--- config.mk ---
export PLATFORM = sky130hd
export DESIGN_NAME = wb_stage_flat
export DESIGN_NICKNAME = d
export VERILOG_FILES = /design/src/common/rvseed_pkg.sv /design/src/common/mem_wb_if.sv /design/src/hdl/reg_file.sv /design/src/hdl/wb_stage.sv /design/src/flat_wrapper.sv
export SDC_FILE = /design/constraint.sdc
export NUM_CORES = 2
export LEC_CHECK = 0
export BUFFER_PORTS_ARGS = -buffer_cell sky130_fd_sc_hd__buf_4
export CAP_MARGIN = 0
export CORE_UTILIZATION = 49
export CTS_BUF_LIST = sky130_fd_sc_hd__clkbuf_4 sky130_fd_sc_hd__clkbuf_8
export CTS_CLUSTER_DIAMETER = 50
export DETAILED_ROUTE_END_ITERATION = 12
export PLACE_DENSITY_LB_ADDON = 0.15
export RECOVER_POWER = 50
export SYNTH_ARGS = -nofsm -noshare
export SYNTH_HDL_FRONTEND = slang
export SYNTH_SLANG_ARGS = --single-unit
export TNS_END_PERCENT = 5
--- constraint.sdc ---
create_clock -name clk -period 5.8 [get_ports clk]
set_input_delay 0.87 -clock clk [delete_from_list [all_inputs] [get_ports clk]]
set_output_delay 0.87 -clock clk [all_outputs]
set_load 0.05 [all_outputs]
--- src/common/rvseed_pkg.sv ---
`default_nettype none

package rvseed_pkg;

    // datapath and register file
    localparam int XLEN           = 64;
    localparam int REG_ADDR_WIDTH = 5;
    localparam int NUM_REGS       = 2 ** REG_ADDR_WIDTH;

    // data RAM geometry, one entry per doubleword
    localparam int DMEM_DEPTH = 256;
    localparam int DMEM_AW    = 8;
    localparam int BOFF_W     = 3;  // byte offset inside a doubleword

    // instruction class
    localparam int OP_WIDTH = 2;
    localparam logic [OP_WIDTH-1:0] OP_ALU   = 2'd0;
    localparam logic [OP_WIDTH-1:0] OP_LOAD  = 2'd1;
    localparam logic [OP_WIDTH-1:0] OP_STORE = 2'd2;

    // load kind, signed kinds first
    localparam int LK_WIDTH = 3;
    localparam logic [LK_WIDTH-1:0] LK_B  = 3'd0;
    localparam logic [LK_WIDTH-1:0] LK_H  = 3'd1;
    localparam logic [LK_WIDTH-1:0] LK_W  = 3'd2;
    localparam logic [LK_WIDTH-1:0] LK_D  = 3'd3;
    localparam logic [LK_WIDTH-1:0] LK_BU = 3'd4;
    localparam logic [LK_WIDTH-1:0] LK_HU = 3'd5;
    localparam logic [LK_WIDTH-1:0] LK_WU = 3'd6;

    // store size
    localparam int SZ_WIDTH = 2;
    localparam logic [SZ_WIDTH-1:0] SZ_B = 2'd0;
    localparam logic [SZ_WIDTH-1:0] SZ_H = 2'd1;
    localparam logic [SZ_WIDTH-1:0] SZ_W = 2'd2;
    localparam logic [SZ_WIDTH-1:0] SZ_D = 2'd3;

    // one memory doubleword, seen as lanes of any access size
    typedef union packed {
        logic [7:0][7:0]  b;  // lane 0 is the lowest address
        logic [3:0][15:0] h;
        logic [1:0][31:0] w;
        logic [XLEN-1:0]  d;
    } dword_u;

endpackage

`default_nettype wire

--- src/common/mem_wb_if.sv ---
`timescale 1ns/1ps
`default_nettype none

interface mem_wb_if import rvseed_pkg::*; ();

    logic                      valid;
    logic                      reg_wen;
    logic [REG_ADDR_WIDTH-1:0] reg_waddr;
    logic [XLEN-1:0]           alu_res;
    dword_u                    load_data;  // raw RAM word, lane picked in WB
    logic                      is_load;
    logic [LK_WIDTH-1:0]       load_kind;
    logic [BOFF_W-1:0]         byte_off;
    logic                      ebreak;

    modport producer (
        output valid, reg_wen, reg_waddr, alu_res, load_data,
        output is_load, load_kind, byte_off, ebreak
    );

    modport consumer (
        input valid, reg_wen, reg_waddr, alu_res, load_data,
        input is_load, load_kind, byte_off, ebreak
    );

endinterface

`default_nettype wire

--- src/hdl/reg_file.sv ---
`timescale 1ns/1ps
`default_nettype none

module reg_file import rvseed_pkg::*; (
    input  logic                      clk,
    input  logic                      rst_n,
    input  logic                      we_i,
    input  logic [REG_ADDR_WIDTH-1:0] waddr_i,
    input  logic [XLEN-1:0]           wdata_i,
    input  logic [REG_ADDR_WIDTH-1:0] raddr_i,
    output logic [XLEN-1:0]           rdata_o
);

    logic [XLEN-1:0] regs [NUM_REGS];

    always_ff @(posedge clk or negedge rst_n) begin
        if (!rst_n) begin
            for (int i = 0; i < NUM_REGS; i++) begin
                regs[i] <= '0;
            end
        end else if (we_i && (waddr_i != '0)) begin  // x0 stays zero
            regs[waddr_i] <= wdata_i;
        end
    end

    // combinational read, new value visible right after the write edge
    assign rdata_o = regs[raddr_i];

endmodule

`default_nettype wire

--- src/hdl/wb_stage.sv ---
`timescale 1ns/1ps
`default_nettype none

module wb_stage import rvseed_pkg::*; (
    input  logic                      clk,
    input  logic                      rst_n,
    mem_wb_if.consumer                wb,
    input  logic [REG_ADDR_WIDTH-1:0] rs_addr_i,
    output logic [XLEN-1:0]           rs_data_o,
    output logic                      retired_o,
    output logic                      halted_o
);

    dword_u          ld;
    logic [7:0]      lane_b;
    logic [15:0]     lane_h;
    logic [31:0]     lane_w;
    logic [XLEN-1:0] load_val;
    logic [XLEN-1:0] rf_wdata;
    logic            rf_we;
    logic            halted_q;

    assign ld     = wb.load_data;
    assign lane_b = ld.b[wb.byte_off];
    assign lane_h = ld.h[wb.byte_off[2:1]];
    assign lane_w = ld.w[wb.byte_off[2]];

    // sign or zero extension by load kind
    always_comb begin
        case (wb.load_kind)
            LK_B:    load_val = {{(XLEN-8){lane_b[7]}}, lane_b};
            LK_H:    load_val = {{(XLEN-16){lane_h[15]}}, lane_h};
            LK_W:    load_val = {{(XLEN-32){lane_w[31]}}, lane_w};
            LK_BU:   load_val = {{(XLEN-8){1'b0}}, lane_b};
            LK_HU:   load_val = {{(XLEN-16){1'b0}}, lane_h};
            LK_WU:   load_val = {{(XLEN-32){1'b0}}, lane_w};
            LK_D:    load_val = ld.d;
            default: load_val = ld.d;
        endcase
    end

    assign rf_wdata = wb.is_load ? load_val : wb.alu_res;
    assign rf_we    = wb.valid && wb.reg_wen && !wb.ebreak && !halted_q;

    // sticky until reset
    always_ff @(posedge clk or negedge rst_n) begin
        if (!rst_n) begin
            halted_q <= 1'b0;
        end else if (wb.valid && wb.ebreak) begin
            halted_q <= 1'b1;
        end
    end

    assign retired_o = wb.valid && !halted_q;  // the ebreak itself still retires
    assign halted_o  = halted_q;

    reg_file u_reg_file (
        .clk     (clk),
        .rst_n   (rst_n),
        .we_i    (rf_we),
        .waddr_i (wb.reg_waddr),
        .wdata_i (rf_wdata),
        .raddr_i (rs_addr_i),
        .rdata_o (rs_data_o)
    );

    a_no_retire_halted: assert property (
        @(posedge clk) disable iff (!rst_n) halted_o |-> !retired_o
    ) else $error("wb_stage: instruction retired after halt");

endmodule

`default_nettype wire

--- src/flat_wrapper.sv ---
// flat-port wrapper written by rule: the top's interface ports become plain ports
module wb_stage_flat import rvseed_pkg::*;
  (clk, rst_n, rs_addr_i, rs_data_o, retired_o, halted_o, wb_valid, wb_reg_wen, wb_reg_waddr, wb_alu_res, wb_load_data, wb_is_load, wb_load_kind, wb_byte_off, wb_ebreak);
  mem_wb_if wb_i ();
  input  logic clk;
  input  logic rst_n;
  input  logic [REG_ADDR_WIDTH-1:0] rs_addr_i;
  output logic [XLEN-1:0] rs_data_o;
  output logic retired_o;
  output logic halted_o;
  input wire logic [$bits(wb_i.valid)-1:0] wb_valid;
  input wire logic [$bits(wb_i.reg_wen)-1:0] wb_reg_wen;
  input wire logic [$bits(wb_i.reg_waddr)-1:0] wb_reg_waddr;
  input wire logic [$bits(wb_i.alu_res)-1:0] wb_alu_res;
  input wire logic [$bits(wb_i.load_data)-1:0] wb_load_data;
  input wire logic [$bits(wb_i.is_load)-1:0] wb_is_load;
  input wire logic [$bits(wb_i.load_kind)-1:0] wb_load_kind;
  input wire logic [$bits(wb_i.byte_off)-1:0] wb_byte_off;
  input wire logic [$bits(wb_i.ebreak)-1:0] wb_ebreak;
  assign wb_i.valid = wb_valid;
  assign wb_i.reg_wen = wb_reg_wen;
  assign wb_i.reg_waddr = wb_reg_waddr;
  assign wb_i.alu_res = wb_alu_res;
  assign wb_i.load_data = wb_load_data;
  assign wb_i.is_load = wb_is_load;
  assign wb_i.load_kind = wb_load_kind;
  assign wb_i.byte_off = wb_byte_off;
  assign wb_i.ebreak = wb_ebreak;
  wb_stage u_core (.clk(clk), .rst_n(rst_n), .wb(wb_i), .rs_addr_i(rs_addr_i), .rs_data_o(rs_data_o), .retired_o(retired_o), .halted_o(halted_o));
endmodule
==> summary.md <==
| Metric | Value |
|---|---|
| # IOs | `216` |
| Reg2reg end | `u_core.u_reg_file.regs[760]` |
| Layout cell share with drive strength beyond 1 | `0.520` |
| Hold path cells | `0` |
| Peak Freq | `0.217 GHz` |
| Syn_area_per_cell | `between 15 and 20 sq um` |
| WL/cell | `30.5 um` |
| Drt first pass iters | `7` |
| Initial antenna violation count | `13` |
| CP Data Arrival Time | `3.73 ns` |
| Largest net degree at the start of global routing | `157` |
| Net Switching | `7.63 mW` |
| Complex-gate fraction of the synthesized area | `0.0452` |
| Synth Area in Adders | `0` |
| Max transition margin | `-1.66` |
| XOR/XNOR Fraction of Synth Area | `0` |
| Slowest-stage cell, CP | `o21ai_0` |
| Crit Path Max Fanout | `59` |
| Pint | `23.2 mW` |
| Yosys Warn Count | `0` |
| Number of global-route vias before repair | `60.3k` |
| Worst r2r src | `u_core.halted_o` |
| Cell Area, Synth | `0.0960 sq mm` |
| Slew @ Worst Pin | `roughly 4.0 ns` |
| Vias | `56.1k` |
| Largest family of logic cells by synthesized area | `multiplexers` |
| Hpwl dp | `163000 um` |
| Proportion of synthesized area in mux cells | `0.359` |
| Max Slew Vio Count | `roughly 110` |
| Failing checks | `max-capacitance violations, max-slew violations` |
| Setup Viol. Count Final | `0` |
| Initial Utilization | `0.493` |
| Post-placement cell count | `8632` |
| Bufs and invs on worst path | `4` |
| Synthesis-stage register bit count | `2049` |
| Worst R2R Setup Slack | `2.10 ns` |
| Power density over the cells | `approximately 290 mW/mm^2` |
| Via/cell ratio | `6.06` |
| Fill cells | `15.8k` |
| Logic pwr share | `0.075` |
| Setup Skew | `approximately 0.047 ns` |
| CTS tree | `done` |
| Global-route wire length before repair | `418000 um` |
| DP Worst Slack | `1.05 ns` |
| H-tree Lvls | `5` |
| Synthesized instance count | `6313` |
| Non-filler cells, final | `just over 9k` |
| Sequential share of the synthesized area | `0.534` |
| IO Port Bufs | `215` |
| Final worst path period share | `0.793` |
| Count of standard-cell rows | `162` |
| Commonest register cell after synthesis | `dfrtp_1` |
| Peak VDD IR | `~0.21 mV` |
| Clock Power Share | `0.455` |
| Worst setup path class | `in -> out` |
| Commonest non-fill, non-tap cells in the layout | `2049 x dfrtp_1, 1785 x mux2_2, 535 x mux4_2` |
| Area of the multi-input gates | `0.0410 sq mm` |
| Gr ovfl total | `0` |
| Max-Cap Viols | `1` |
| Initial drt markers | `about 3.9k` |
| Seq. cell area | `~0.051 sq mm` |
| Post-route setup slack | `1.20 ns` |
| Crit path time final | `4.60 ns` |
| HP Class | `reg -> reg` |
| Flop pwr share | `0.471` |
| Worst path top cell family by delay | `buffers and inverters` |
| Post-CTS setup buffer count | `0` |
| Worst R2R Path Depth | `7` |
| Clock latency on the worst-skew pair | `around 1.1 ns` |
| CTS root buf | `clkbuf_8` |
| Leading cell type in the layout, fill and taps excluded | `dfrtp_1` |
| Crit. End Element | `output pin` |
| Critical path's most frequent cell | `buf_4` |
| Num CTS Buffers | `about 360` |
| Simple-Gate Fraction of Synth Area | `0.0190` |
| Syn-to-layout area delta | `11.3%` |
| Die height | `445 um` |
| Placed Area | `0.0993 sq mm` |
| Syn nets | `approximately 6.5k` |
| Total negative slack | `0 ns` |
| Final Hold Fails | `0` |
| Leak | `~51 nW` |
| DRT Wirelength | `282000 um` |
| Die area | `approximately 0.20 sq mm` |
| Tot GR Track Use | `0.290` |
| Post-CTS Hold Buffers | `3` |
| Share of synthesized registers carrying an async set or reset | `1.00` |
| RSZ-0062 raised after global routing | `false` |
| GPL Wtd Cong | `0.905` |
| Post-Layout Inst Area | `0.107 sq mm` |
| Critical path's largest stage delay | `0.84 ns` |
| Worst-case clock buffer depth | `4` |
| CTS resizes | `0` |
| DRC viols | `0` |
| Data required time of the worst path | `4.93 ns` |
| Sink Count | `2049` |
| Clk pin slew, worst setup/hold paths | `approximately 0.050 ns` |
| Cells along the critical path | `buf_8 -> buf_4 -> nand2_2 -> buf_4 -> o22ai_1 -> o31ai_1 -> o21ai_0 -> buf_4` |
| Synth unique cells | `48` |
| Worst setup SP type | `input pin` |
| Number of synthesized flops with an enable pin | `0` |
| Outcome | `finished, violations left` |
| DRT antenna net count | `0` |
| Hold Path Sink | `u_core.u_reg_file.regs[2016]` |
| DIE WIDTH | `445 um` |
| Final nets | `about 6.5k` |
| Net Sw Frac | `0.248` |
| Core Region | `0.195 sq mm` |
| Hold path startpoint | `u_core.u_reg_file.regs[2016]` |
[metrics by stage]
step | util | power (mW) | hold slack [ns]
after floorplan | - | 16.1 | 0.425
after global placement | 0.510 | 17.0 | 0.360
after detailed placement | 0.510 | 17.1 | 0.363
after CTS | 0.549 | 31.1 | 0.300
after global routing | 0.549 | 31.9 | 0.356
final | 0.549 | 30.8 | 0.371
[how the worst max path moves through the flow]
| stage | start | to | slack (ns) | cells after the start |
|---|---|---|---|---|
| after floorplan | rs_addr_i[2] | rs_data_o[11] | 1.52 | 7 |
| after detailed placement | rs_addr_i[1] | rs_data_o[45] | 1.05 | 8 |
| after global placement | rs_addr_i[1] | rs_data_o[45] | 0.99 | 8 |
| final | rs_addr_i[1] | rs_data_o[45] | 1.20 | 8 |
| after global routing | rst_n | u_core.u_reg_file.regs[1410] | 0.66 | 3 |
| after CTS | rs_addr_i[1] | rs_data_o[45] | 1.05 | 8 |
[area by class of cell]
cell class	count	share of cell area
Inverter	1	0.0000351
Clock inverter	39	0.00358
Timing Repair Buffer	417	0.0356
Sequential cell	2049	0.480
Multi-Input combinational cell	3544	0.383
Clock buffer	567	0.0669
Tap cell	2624	0.0307
Antenna cell	14	0.000328
[registers in the layout (all words and copies together), names as in the netlist]
name	flops
u_core.u_reg_file.regs	2048
u_core.halted_o	1
[power by group through the flow]
stage	logic, mW	registers (mW)	clock network (mW)
after detailed placement	2.32	14.7	0
after floorplan	1.42	14.7	0
after CTS	2.32	14.5	14.3
after global routing	2.45	14.5	14.9
final	2.30	14.5	14.0
after global placement	2.29	14.7	0
[logic make-up (layout without fill, tap and decap cells)]
logic type,Yosys count,in the layout
muxes,2551,2551
AOI/OAI and AO/OA,575,575
and+or+nand+nor,418,418
DFF,2049,2049
other,0,14
buffers and inverters,720,1024
[Yosys cell counts, types with 16 or more instances]
master	count	area, sq um
a21oi_1	24	120
a221oi_1	19	166
a22o_1	56	490
a22oi_1	27	203
a311oi_1	32	280
a31oi_4	44	936
buf_1	18	67.6
buf_2	175	876
buf_4	27	203
buf_6	126	1420
clkbuf_1	334	1250
clkbuf_2	33	165
dfrtp_1	2049	51300
mux2_2	1785	20100
mux2i_1	225	2250
mux4_2	535	12000
nand2_1	250	938
nand3_1	22	110
nand4_1	16	100
nor2_1	74	278
nor2b_1	34	213
o21a_1	27	203
o21ai_0	180	901
o21ai_1	90	450
o22ai_1	34	213
o31ai_1	19	143
[per-layer routing]
metal | GRT usage | part of all wire | wire [um]
met5 | 0 | 0 | 0
met1 | 0.369 | 0.41 | 115000
met4 | 0.142 | 0.052 | 14500
met2 | 0.489 | 0.50 | 141000
met3 | 0.0404 | 0.041 | 11600
Power figures use the tool's default switching activity.
